$ cat src/verilog/rename_pkg.sv
// ====================
// Register counts and default widths for the rename stage
// The logical register count is fixed by the ISA
// Physical count must exceed ARCH_REG_NUM plus the group width
// ====================

package rename_pkg;

  // ====================
  // Architectural side
  // ====================

  // Logical registers r0..r31
  localparam int unsigned ARCH_REG_NUM = 32;

  // Logical register number
  typedef logic [4:0] lreg_t;

  // ====================
  // Defaults for the top level
  // ====================

  // Physical register file size, 6-bit tags at 64
  localparam int unsigned PHY_REG_NUM_DEF = 64;

  // Instructions renamed per cycle
  localparam int unsigned DECODE_WIDTH_DEF = 2;

  // Instructions retired per cycle
  localparam int unsigned COMMIT_WIDTH_DEF = 2;

endpackage : rename_pkg

$ cat src/verilog/rename_group_if.sv
// ====================
// One rename group, one entry per decode slot
// Request and results live in the same cycle
// fire marks the edge where the group is taken
// ====================

`timescale 1ns/10ps

interface rename_group_if import rename_pkg::*; #(
  parameter int unsigned PHY_REG_NUM  = PHY_REG_NUM_DEF,
  parameter int unsigned DECODE_WIDTH = DECODE_WIDTH_DEF
) ();

  localparam int unsigned PREG_W = $clog2(PHY_REG_NUM);

  // Request from decode
  logic  [DECODE_WIDTH-1:0]             dest_valid;
  lreg_t [DECODE_WIDTH-1:0]             src0;
  lreg_t [DECODE_WIDTH-1:0]             src1;
  lreg_t [DECODE_WIDTH-1:0]             dest;

  // New physical destination per slot
  logic  [DECODE_WIDTH-1:0][PREG_W-1:0] preg;

  // Lookup results
  logic  [DECODE_WIDTH-1:0][PREG_W-1:0] psrc0;
  logic  [DECODE_WIDTH-1:0][PREG_W-1:0] psrc1;
  // Old mapping of dest, freed later by the ROB
  logic  [DECODE_WIDTH-1:0][PREG_W-1:0] ppdst;

  // Group accepted this cycle
  logic                                 fire;

  modport req (output dest_valid, src0, src1, dest, fire,
               input  preg, psrc0, psrc1, ppdst);

  modport alloc (input dest_valid, fire, output preg);

  modport rat (input  dest_valid, src0, src1, dest, preg, fire,
               output psrc0, psrc1, ppdst);

endinterface : rename_group_if

$ cat src/verilog/commit_if.sv
// ====================
// Commit slots in program order
// A valid slot always carries a destination
// No back-pressure
// ====================

`timescale 1ns/10ps

interface commit_if import rename_pkg::*; #(
  parameter int unsigned PHY_REG_NUM  = PHY_REG_NUM_DEF,
  parameter int unsigned COMMIT_WIDTH = COMMIT_WIDTH_DEF
) ();

  localparam int unsigned PREG_W = $clog2(PHY_REG_NUM);

  logic  [COMMIT_WIDTH-1:0]             valid;
  lreg_t [COMMIT_WIDTH-1:0]             dest;
  // Committed mapping of dest
  logic  [COMMIT_WIDTH-1:0][PREG_W-1:0] preg;
  // Mapping it replaces, back to the free list
  logic  [COMMIT_WIDTH-1:0][PREG_W-1:0] ppdst;

  // Free list side
  modport rel (input valid, ppdst);

  // Architectural table side
  modport arch (input valid, dest, preg);

endinterface : commit_if

$ cat src/verilog/free_list.sv
// ====================
// In-order circular free list of physical registers
// Holds PHY_REG_NUM minus 32 entries, full after reset
// Restore and commit never share a cycle
// ====================

`timescale 1ns/10ps

module free_list import rename_pkg::*; #(
  parameter int unsigned PHY_REG_NUM  = PHY_REG_NUM_DEF,
  parameter int unsigned DECODE_WIDTH = DECODE_WIDTH_DEF,
  parameter int unsigned COMMIT_WIDTH = COMMIT_WIDTH_DEF
) (
  input  logic           clk,
  input  logic           rst_n,
  rename_group_if.alloc  grp,
  commit_if.rel          cmt,
  input  logic           restore_i,
  output logic           ready_o
);

  localparam int unsigned PREG_W   = $clog2(PHY_REG_NUM);
  localparam int unsigned FL_DEPTH = PHY_REG_NUM - ARCH_REG_NUM;
  localparam int unsigned PTR_W    = $clog2(FL_DEPTH);
  localparam int unsigned CNT_W    = $clog2(FL_DEPTH + 1);

  // ====================
  // Storage and pointers
  // ====================

  logic [FL_DEPTH-1:0][PREG_W-1:0] fl_mem;
  // Speculative head that moves at rename
  logic [PTR_W-1:0]                head_q;
  // Head as seen by retired work only
  logic [PTR_W-1:0]                cmt_head_q;
  logic [PTR_W-1:0]                tail_q;
  logic [CNT_W-1:0]                count_q;
  logic [CNT_W-1:0]                count_n;

  logic [DECODE_WIDTH-1:0][PTR_W-1:0]  alloc_idx;
  logic [DECODE_WIDTH-1:0][PREG_W-1:0] alloc_preg;
  logic [CNT_W-1:0]                    alloc_num;
  logic [COMMIT_WIDTH-1:0][PTR_W-1:0]  rel_idx;
  logic [CNT_W-1:0]                    rel_num;

  // Pointer add with wrap for a depth that need not be a power of two
  function automatic logic [PTR_W-1:0] ptr_add(input logic [PTR_W-1:0] ptr,
                                               input int unsigned n);
    int unsigned sum;
    sum = ptr + n;
    if (sum >= FL_DEPTH) begin
      sum = sum - FL_DEPTH;
    end
    return sum[PTR_W-1:0];
  endfunction

  // ====================
  // Allocation side
  // ====================

  // Slots with a dest take consecutive head entries in slot order
  always_comb begin
    alloc_num = '0;
    for (int i = 0; i < DECODE_WIDTH; i++) begin
      alloc_idx[i] = ptr_add(head_q, alloc_num);
      if (grp.dest_valid[i]) begin
        alloc_preg[i] = fl_mem[alloc_idx[i]];
        alloc_num     = alloc_num + 1'b1;
      end else begin
        // Nothing handed out to a slot without a dest
        alloc_preg[i] = '0;
      end
    end
  end

  assign grp.preg = alloc_preg;

  // Full group must fit and nothing issues during a flush
  assign ready_o = (count_q >= CNT_W'(DECODE_WIDTH)) && !restore_i;

  // ====================
  // Release side
  // ====================

  always_comb begin
    rel_num = '0;
    for (int c = 0; c < COMMIT_WIDTH; c++) begin
      rel_idx[c] = ptr_add(tail_q, rel_num);
      if (cmt.valid[c]) begin
        rel_num = rel_num + 1'b1;
      end
    end
  end

  // After a flush every non-architectural register is free again
  always_comb begin
    if (restore_i) begin
      count_n = CNT_W'(FL_DEPTH);
    end else begin
      count_n = count_q + rel_num;
      if (grp.fire) begin
        count_n = count_n - alloc_num;
      end
    end
  end

  always_ff @(posedge clk or negedge rst_n) begin
    if (!rst_n) begin
      // Registers 32 and up start out free
      for (int e = 0; e < FL_DEPTH; e++) begin
        fl_mem[e] <= PREG_W'(ARCH_REG_NUM + e);
      end
      head_q     <= '0;
      cmt_head_q <= '0;
      tail_q     <= '0;
      count_q    <= CNT_W'(FL_DEPTH);
    end else begin
      for (int c = 0; c < COMMIT_WIDTH; c++) begin
        if (cmt.valid[c]) begin
          fl_mem[rel_idx[c]] <= cmt.ppdst[c];
        end
      end
      if (restore_i) begin
        head_q <= cmt_head_q;
      end else if (grp.fire) begin
        head_q <= ptr_add(head_q, alloc_num);
      end
      // Each retired dest consumed one entry at rename
      cmt_head_q <= ptr_add(cmt_head_q, rel_num);
      tail_q     <= ptr_add(tail_q, rel_num);
      count_q    <= count_n;
    end
  end

  // ====================
  // Checks
  // ====================

  // Releases can never overfill the list
  a_count_cap: assert property (@(posedge clk) disable iff (!rst_n)
    count_q <= CNT_W'(FL_DEPTH));

endmodule : free_list

$ cat src/verilog/register_alias_table.sv
// ====================
// Speculative logical to physical map
// Lookups are combinational and writes land at the fire edge
// Restore loads the committed map and wins over a write
// ====================

`timescale 1ns/10ps

module register_alias_table import rename_pkg::*; #(
  parameter int unsigned PHY_REG_NUM  = PHY_REG_NUM_DEF,
  parameter int unsigned DECODE_WIDTH = DECODE_WIDTH_DEF,
  localparam int unsigned PREG_W      = $clog2(PHY_REG_NUM)
) (
  input  logic                                 clk,
  input  logic                                 rst_n,
  rename_group_if.rat                          grp,
  input  logic                                 restore_i,
  input  logic [ARCH_REG_NUM-1:0][PREG_W-1:0]  arch_rat_i
);

  logic [ARCH_REG_NUM-1:0][PREG_W-1:0] rat_q;
  logic [ARCH_REG_NUM-1:0][PREG_W-1:0] rat_n;
  logic [DECODE_WIDTH-1:0]             wen;

  // ====================
  // Lookup with in-group bypass
  // ====================

  always_comb begin
    for (int i = 0; i < DECODE_WIDTH; i++) begin
      grp.psrc0[i] = rat_q[grp.src0[i]];
      grp.psrc1[i] = rat_q[grp.src1[i]];
      grp.ppdst[i] = rat_q[grp.dest[i]];
      // Older slots first so the nearest writer ends up on top
      for (int j = 0; j < i; j++) begin
        if (grp.dest_valid[j] && (grp.dest[j] == grp.src0[i])) begin
          grp.psrc0[i] = grp.preg[j];
        end
        if (grp.dest_valid[j] && (grp.dest[j] == grp.src1[i])) begin
          grp.psrc1[i] = grp.preg[j];
        end
        // Old mapping is the preg of an earlier slot with the same dest
        if (grp.dest_valid[j] && (grp.dest[j] == grp.dest[i])) begin
          grp.ppdst[i] = grp.preg[j];
        end
      end
    end
  end

  // ====================
  // WAW masking and next state
  // ====================

  // Only the youngest writer of a register updates the map
  always_comb begin
    for (int i = 0; i < DECODE_WIDTH; i++) begin
      wen[i] = grp.fire && grp.dest_valid[i];
      for (int j = i + 1; j < DECODE_WIDTH; j++) begin
        if (grp.dest_valid[j] && (grp.dest[j] == grp.dest[i])) begin
          wen[i] = 1'b0;
        end
      end
    end
  end

  always_comb begin
    if (restore_i) begin
      rat_n = arch_rat_i;
    end else begin
      rat_n = rat_q;
      for (int i = 0; i < DECODE_WIDTH; i++) begin
        if (wen[i]) begin
          rat_n[grp.dest[i]] = grp.preg[i];
        end
      end
    end
  end

  always_ff @(posedge clk or negedge rst_n) begin
    if (!rst_n) begin
      // Identity map from r to pr
      for (int r = 0; r < ARCH_REG_NUM; r++) begin
        rat_q[r] <= PREG_W'(r);
      end
    end else begin
      rat_q <= rat_n;
    end
  end

  // ====================
  // Checks
  // ====================

  // True when some logical register maps to p
  function automatic logic is_mapped(input logic [ARCH_REG_NUM-1:0][PREG_W-1:0] map,
                                     input logic [PREG_W-1:0] p);
    logic hit;
    hit = 1'b0;
    for (int r = 0; r < ARCH_REG_NUM; r++) begin
      if (map[r] == p) begin
        hit = 1'b1;
      end
    end
    return hit;
  endfunction

  // A double free upstream would hand out a register that is still live
  for (genvar g = 0; g < DECODE_WIDTH; g++) begin : g_fresh_chk
    a_preg_unmapped: assert property (@(posedge clk) disable iff (!rst_n)
      (grp.fire && grp.dest_valid[g]) |-> !is_mapped(rat_q, grp.preg[g]));
  end

endmodule : register_alias_table

$ cat src/verilog/arch_alias_table.sv
// ====================
// Committed logical to physical map
// Written at commit, read whole for a flush
// ====================

`timescale 1ns/10ps

module arch_alias_table import rename_pkg::*; #(
  parameter int unsigned PHY_REG_NUM  = PHY_REG_NUM_DEF,
  parameter int unsigned COMMIT_WIDTH = COMMIT_WIDTH_DEF,
  localparam int unsigned PREG_W      = $clog2(PHY_REG_NUM)
) (
  input  logic                                 clk,
  input  logic                                 rst_n,
  commit_if.arch                               cmt,
  input  logic                                 restore_i,
  output logic [ARCH_REG_NUM-1:0][PREG_W-1:0]  arch_rat_o
);

  logic [ARCH_REG_NUM-1:0][PREG_W-1:0] rat_q;

  always_ff @(posedge clk or negedge rst_n) begin
    if (!rst_n) begin
      for (int r = 0; r < ARCH_REG_NUM; r++) begin
        rat_q[r] <= PREG_W'(r);
      end
    end else begin
      // Later slot is younger, last write wins
      for (int c = 0; c < COMMIT_WIDTH; c++) begin
        if (cmt.valid[c]) begin
          rat_q[cmt.dest[c]] <= cmt.preg[c];
        end
      end
    end
  end

  // Whole map goes to the speculative table
  assign arch_rat_o = rat_q;

  // A commit in the flush cycle would be lost by the free list rollback
  a_no_commit_on_restore: assert property (@(posedge clk) disable iff (!rst_n)
    !(restore_i && |cmt.valid));

endmodule : arch_alias_table

$ cat src/verilog/rename_stage.sv
// ====================
// Register rename stage, top level
// Results are combinational, group taken when valid and ready
// Source holds its group while ready_o is low
// restore_i is a one-cycle pulse, never with a commit
// ====================

`timescale 1ns/10ps

module rename_stage import rename_pkg::*; #(
  parameter int unsigned PHY_REG_NUM  = PHY_REG_NUM_DEF,
  parameter int unsigned DECODE_WIDTH = DECODE_WIDTH_DEF,
  parameter int unsigned COMMIT_WIDTH = COMMIT_WIDTH_DEF,
  localparam int unsigned PREG_W      = $clog2(PHY_REG_NUM)
) (
  input  logic                                 clk,
  input  logic                                 rst_n,

  // Rename group
  input  logic                                 group_valid_i,
  input  logic  [DECODE_WIDTH-1:0]             dest_valid_i,
  input  lreg_t [DECODE_WIDTH-1:0]             src0_i,
  input  lreg_t [DECODE_WIDTH-1:0]             src1_i,
  input  lreg_t [DECODE_WIDTH-1:0]             dest_i,

  // Commit slots
  input  logic  [COMMIT_WIDTH-1:0]             commit_valid_i,
  input  lreg_t [COMMIT_WIDTH-1:0]             commit_dest_i,
  input  logic  [COMMIT_WIDTH-1:0][PREG_W-1:0] commit_preg_i,
  input  logic  [COMMIT_WIDTH-1:0][PREG_W-1:0] commit_ppdst_i,

  // Flush back to committed state
  input  logic                                 restore_i,

  output logic                                 ready_o,
  output logic  [DECODE_WIDTH-1:0][PREG_W-1:0] psrc0_o,
  output logic  [DECODE_WIDTH-1:0][PREG_W-1:0] psrc1_o,
  output logic  [DECODE_WIDTH-1:0][PREG_W-1:0] pdst_o,
  output logic  [DECODE_WIDTH-1:0][PREG_W-1:0] ppdst_o
);

  logic [ARCH_REG_NUM-1:0][PREG_W-1:0] arch_rat;

  rename_group_if #(
    .PHY_REG_NUM  (PHY_REG_NUM),
    .DECODE_WIDTH (DECODE_WIDTH)
  ) grp_if ();

  commit_if #(
    .PHY_REG_NUM  (PHY_REG_NUM),
    .COMMIT_WIDTH (COMMIT_WIDTH)
  ) cmt_if ();

  // ====================
  // Port to interface
  // ====================

  assign grp_if.dest_valid = dest_valid_i;
  assign grp_if.src0       = src0_i;
  assign grp_if.src1       = src1_i;
  assign grp_if.dest       = dest_i;
  // Handshake edge
  assign grp_if.fire       = group_valid_i && ready_o;

  assign cmt_if.valid = commit_valid_i;
  assign cmt_if.dest  = commit_dest_i;
  assign cmt_if.preg  = commit_preg_i;
  assign cmt_if.ppdst = commit_ppdst_i;

  assign psrc0_o = grp_if.psrc0;
  assign psrc1_o = grp_if.psrc1;
  // Freshly allocated register is the new dest
  assign pdst_o  = grp_if.preg;
  assign ppdst_o = grp_if.ppdst;

  // ====================
  // Stores
  // ====================

  free_list #(
    .PHY_REG_NUM  (PHY_REG_NUM),
    .DECODE_WIDTH (DECODE_WIDTH),
    .COMMIT_WIDTH (COMMIT_WIDTH)
  ) u_free_list (
    .clk       (clk),
    .rst_n     (rst_n),
    .grp       (grp_if.alloc),
    .cmt       (cmt_if.rel),
    .restore_i (restore_i),
    .ready_o   (ready_o)
  );

  register_alias_table #(
    .PHY_REG_NUM  (PHY_REG_NUM),
    .DECODE_WIDTH (DECODE_WIDTH)
  ) u_rat (
    .clk        (clk),
    .rst_n      (rst_n),
    .grp        (grp_if.rat),
    .restore_i  (restore_i),
    .arch_rat_i (arch_rat)
  );

  arch_alias_table #(
    .PHY_REG_NUM  (PHY_REG_NUM),
    .COMMIT_WIDTH (COMMIT_WIDTH)
  ) u_arch_rat (
    .clk        (clk),
    .rst_n      (rst_n),
    .cmt        (cmt_if.arch),
    .restore_i  (restore_i),
    .arch_rat_o (arch_rat)
  );

endmodule : rename_stage

$ cat config.mk
export PLATFORM = sky130hd
export DESIGN_NAME = rename_stage
export DESIGN_NICKNAME = d
export VERILOG_FILES = /design/src/verilog/rename_pkg.sv /design/src/verilog/rename_group_if.sv /design/src/verilog/commit_if.sv /design/src/verilog/free_list.sv /design/src/verilog/register_alias_table.sv /design/src/verilog/arch_alias_table.sv /design/src/verilog/rename_stage.sv
export SDC_FILE = /design/constraint.sdc
export NUM_CORES = 2
export LEC_CHECK = 0
export CORE_ASPECT_RATIO = 1.75
export CORE_MARGIN = 2
export CORE_UTILIZATION = 59
export DETAILED_ROUTE_END_ITERATION = 12
export DONT_BUFFER_PORTS = 1
export MAX_ROUTING_LAYER = met4
export PLACE_DENSITY_LB_ADDON = 0.3
export SYNTH_ARGS = -nofsm -noshare
export SYNTH_HDL_FRONTEND = slang
export SYNTH_SLANG_ARGS = --single-unit
$ cat constraint.sdc
create_clock -name clk -period 4.05 [get_ports clk]
set_input_delay 0.81 -clock clk [delete_from_list [all_inputs] [get_ports clk]]
set_output_delay 0.81 -clock clk [all_outputs]
set_load 0.005 [all_outputs]
======== After elaboration in Yosys (flattened, before gate mapping) ========
Index checks and enable logic that the tools add are counted.
storage, ports and cells
  bits in registers ....................... 597
  output and inout bits ................... 49
  word-level logic and storage cells ...... 225
operators by class
  add/sub/neg operators ................... 16
  $lt $le $gt $ge ......................... 26
  equal/unequal tests ..................... 4
  mux-type cells .......................... 63
  reduce and logical (&&, ||, !) cells .... 16
operator list
  cell                                                                    number
  192-bit two-way mux                                                     8
  192-bit bitwise mux                                                     6
  6-bit binary-select mux with 5-bit select                               8
  6-bit demux with 5-bit select                                           6
  6-bit two-way mux                                                       23
  5-bit by 6-bit < comparator with 1-bit output (second input constant)   12
  5-bit two-way mux                                                       9
  5-bit by 1-bit subtractor with 5-bit output (second input constant)     7
  5-bit by 1-bit >= comparator with 1-bit output (second input constant)  6
  5-bit by 6-bit adder with 7-bit output                                  3
  7-bit by 6-bit >= comparator with 1-bit output (second input constant)  3
  5-bit equality test                                                     4
  1-bit logical AND                                                       14
  5-bit by 1-bit adder with 6-bit output                                  2
  5-bit by 6-bit >= comparator with 1-bit output (second input constant)  2
  6-bit >= comparator (second input constant)                             2
  6-bit adder                                                             1
  6-bit by 2-bit >= comparator with 1-bit output (second input constant)  1
  6-bit subtractor                                                        1
  1-bit by 1-bit adder with 2-bit output (second input constant)          2
  1-bit two-way mux                                                       3
  2-bit nonzero test                                                      1
  1-bit zero test                                                         1

======== Logic depth before layout (Yosys ltp) ========
  depth after elaboration ................. 11
  depth in mapped cells ................... 12
  mapped depth without buffers ............ 9

======== Cells and area by module ========
Synthesis repeated with hierarchy kept, for this count alone.
second synthesis, totals
  cell total of the unflattened synthesis .. 4406
  area total of the unflattened synthesis .. 44986.9 µm²
by module, submodules not included
  module                instances  cells each  area an instance (µm²)  seq. area each (µm²)
  register_alias_table  1          1940        20415.8                 4904.7
  free_list             1          1232        14387.5                 5471.5
  arch_alias_table      1          1233        10177.3                 4904.7
  rename_stage          1          1           6.3                     0.0

======== Worst setup path after synthesis ========
Ideal clock, no wire load.
  path type ............................... input -> output
  start point ............................. input port dest_valid_i[0]
  end point ............................... output port pdst_o[10] (netlist bit)
  arrival ................................. 3.170 ns
  required time ........................... 3.240 ns
  path slack .............................. 0.070 ns
  cell stages on the path ................. 9
  buffers on the path ..................... 3
  path through ............................ ha_1 > ha_1 > buf_2 > buf_2 > mux4_2 > mux4_2 > a21oi_2 > buf_2 > inv_1
RTL lines
  element          RTL line            RTL
  start, declared  rename_stage.sv:21  input logic [DECODE_WIDTH-1:0] dest_valid_i,
  end, declared    rename_stage.sv:38  output logic [DECODE_WIDTH-1:0][PREG_W-1:0] pdst_o,

==> impl_metrics.tcl <==
set metrics [dict create \
    synth_edf_count 0 \
    power.leakage_nw 18.0 \
    htreeDepth 2 \
    layout-drive-gt1-share_pct 28.2 \
    dieArea_sq_um 77600 \
    final.min_clock_period_ns 4.18 \
    place_hpwl_mm 138 \
    ios 121 \
    syn_inst 4196 \
    wl_mm 205 \
    clock.fmax_mhz 239 \
    syn_area_sq_um 44400 \
    start_util_pct 59.3 \
    max_cap_violations 0 \
    slew_violations 296 \
    viasPerCell 7.92 \
    synth_top_area_cell "mux4_2" \
    final_cell_mix "mux2i_1, mux4_2, nand2_1, nor2_1, dfrtp_1" \
    gp_congestion 1.18 \
    maxSlewHeadroom_pct -83.3 \
    status "finished with violations" \
    hold_slack_ns -0.142 \
    grt_max_degree 598 \
    syn_nets 4287 \
    multiInputGateArea_sq_um 26800 \
    pre_cts_ws_ns 0.103 \
    core_area_sq_um 74900 \
    start_kind "flop" \
    critPathMaxFanout 7 \
    ys_ff_latch 597 \
    p_per_area_nw_per_um2 698 \
    grt_first_pass_wirelength_mm 300 \
    placementRows 133 \
    synth_ff_type "dfrtp_1" \
    grt-ovfl-total 0 \
    cts_tree "done" \
    skew_ns 0.0284 \
    cpPeakStageDelay_ns 1.07 \
    synthArstFlopShare_pct 100 \
    dieWidth_um 211 \
    cp.required_ns 3.24 \
    wl_per_cell_um 40.8 \
    avgSynthCellArea_sq_um 10.6 \
    finalSetupViolCount 7 \
    fill_cells 6102 \
    cts_buffers 53 \
    rsz0062_at_grt "yes" \
    ir_drop_uv 685 \
    violations "negative hold slack, max-slew violations, negative setup slack" \
    synth-seq-area-share_pct 34.4 \
    worst_slew_pin_slew_ns 2.75 \
    numPortBuffers 0 \
    p_total_mw 33.0 \
    grt.total_usage_pct 57.0 \
    netlist_top_cells_area "mux4_2, dfrtp_1, dfstp_2" \
    final_common_cell "mux2i_1" \
    synth_top_area_share_pct 19.5 \
    clkTransAtPathRegs_ns 0.07 \
    setup_ws_ns -0.133 \
    yosysWarnings 0 \
    min_period_over_period_pct 103 \
    clock_path_buffers 3 \
    ys_types 80 \
    drtIter0Drc 6602 \
    drtAntennaViolNets 0 \
    cts.sinks 597 \
    final_nets 4076 \
    clk_latency_ns 0.69 \
    finalHoldViolations 10 \
    first_global_vias 38300 \
    area_delta_synth_final_pct 6.45 \
    drcViolationCount 0 \
    cp_slowest_cell "a22oi_1" \
    hold_class "in -> async" \
    worstPathArrival_ns 3.37 \
    antenna_found_initial 59 \
    final_util_pct 63.2 \
    vias 39900 \
    drt_pass1_iterations 10 \
    crit_type "reg -> out" \
    register_area_sq_um 15300 \
    endpoint_kind "primary output" \
    cts.root.buffer_cell "clkbuf_16" \
    fp.dieH_um 367 \
    cp_cell_sequence "mux4_2, a22oi_1, nand4_1, mux2_2" \
]
==> cells in the mapped netlist, types with 56 or more instances <==
master,instances
a221oi_1,185
inv_1,215
a211oi_1,82
mux2i_1,393
mux4_2,384
clkbuf_1,264
o21ai_0,229
nand2_1,352
dfrtp_1,324
a21oi_1,263
dfstp_2,273
nor2_1,346
mux2_2,116
a22oi_1,56
a21boi_0,69
buf_2,75
==> state kept, by name (all words and copies together) (netlist names) <==
name,flops
u_free_list.count_q,6
u_free_list.fl_mem,192
u_free_list.cmt_head_q,5
u_free_list.tail_q,5
u_rat.rat_q,192
u_arch_rat.arch_rat_o,192
u_free_list.head_q,5
==> stage by stage <==
step	hold WS, ns	setup TNS (ns)	cells	cell area (sq um)
final	-0.142	-0.304	5040	47300
after global routing	-0.151	-0.470	5034	47300
after CTS	-0.142	0	4955	46800
after detailed placement	0.469	0	4853	45000
after global placement	0.467	0	4853	45000
after floorplan	0.443	0	4196	44400
==> critical path: cells and delay by family, from the launching register on <==
kind / cells / cell delay [ns]
AO/OA/AOI/OAI: 1 / 1.07
flip-flops: 1 / 0.47
AND/OR/NAND/NOR: 1 / 0.20
multiplexers: 2 / 0.94
==> timing repair <==
action                     in CTS  in global routing
buffers inserted                2                 20
pin swaps                       2                 15
gates cloned                    0                  1
setup endpoints to repair      19                 26
hold endpoints to repair      324                202
resized for setup              10                 34
==> report_power, final <==
part           internal (mW)  leakage, nW  switching (mW)
clock                   2.83        0.872            2.55
combinational           6.57         10.4            9.56
sequential              8.59         6.76            2.92
total                   18.0         18.0            15.0
==> cells by family (layout without fill, tap and decap cells) <==
kind of cell               Yosys count  count (layout)  share of synthesized area, %
buffers and inverters              627             461                          6.05
xor gates and xnor gates            33              33                         0.684
adders and majority gates           19              19                         0.569
AOI/OAI and AO/OA                 1061            1061                          16.7
DFF                                597             597                          34.4
other                                0              65                             0
and+or+nand+nor                    954             954                          9.65
muxes                              905             905                          32.0
==> final cells by class <==
type | instances | area share, %
diodes | 65 | 0.344
clock buffers | 75 | 3.21
repair buffers | 145 | 2.77
clock inverters | 25 | 0.518
well taps | 945 | 2.50
inverters | 216 | 1.72
multi-input cells | 2972 | 56.6
flip-flops and latches | 597 | 32.3
==> routing by layer <==
layer / routed length (um) / vias to the layer above / GRT usage (%) / part of all wire (%)
met5: 0 / - / - / 0
met4: 28900 / 0 / 56.5 / 14
met3: 30400 / 1385 / 33.2 / 15
met2: 87900 / 3548 / 76.7 / 43
met1: 58300 / 19400 / 55.2 / 28
li1: - / 15600 / - / -
==> path summary, 6_finish.rpt <==
check,startpoint,endpoint,slack [ns],cells after the start
max,u_rat.rat_q[27]$_DFF_PN0_,ppdst_o[9],-0.13,4
min,rst_n,u_free_list.fl_mem[127]$_DFF_PN0_,-0.14,0
min reg2reg,u_arch_rat.arch_rat_o[115]$_DFF_PN1_,u_rat.rat_q[115]$_DFF_PN1_,0.48,2
min in group clk,restore_i,u_rat.rat_q[74]$_DFF_PN1_,0.20,1
max in group asynchronous,rst_n,u_free_list.head_q[2]$_DFFE_PN0P_,1.80,0
max reg2reg,u_free_list.count_q[3]$_DFF_PN0_,u_rat.rat_q[10]$_DFF_PN0_,0.29,6
Power figures use the tool's default switching activity.
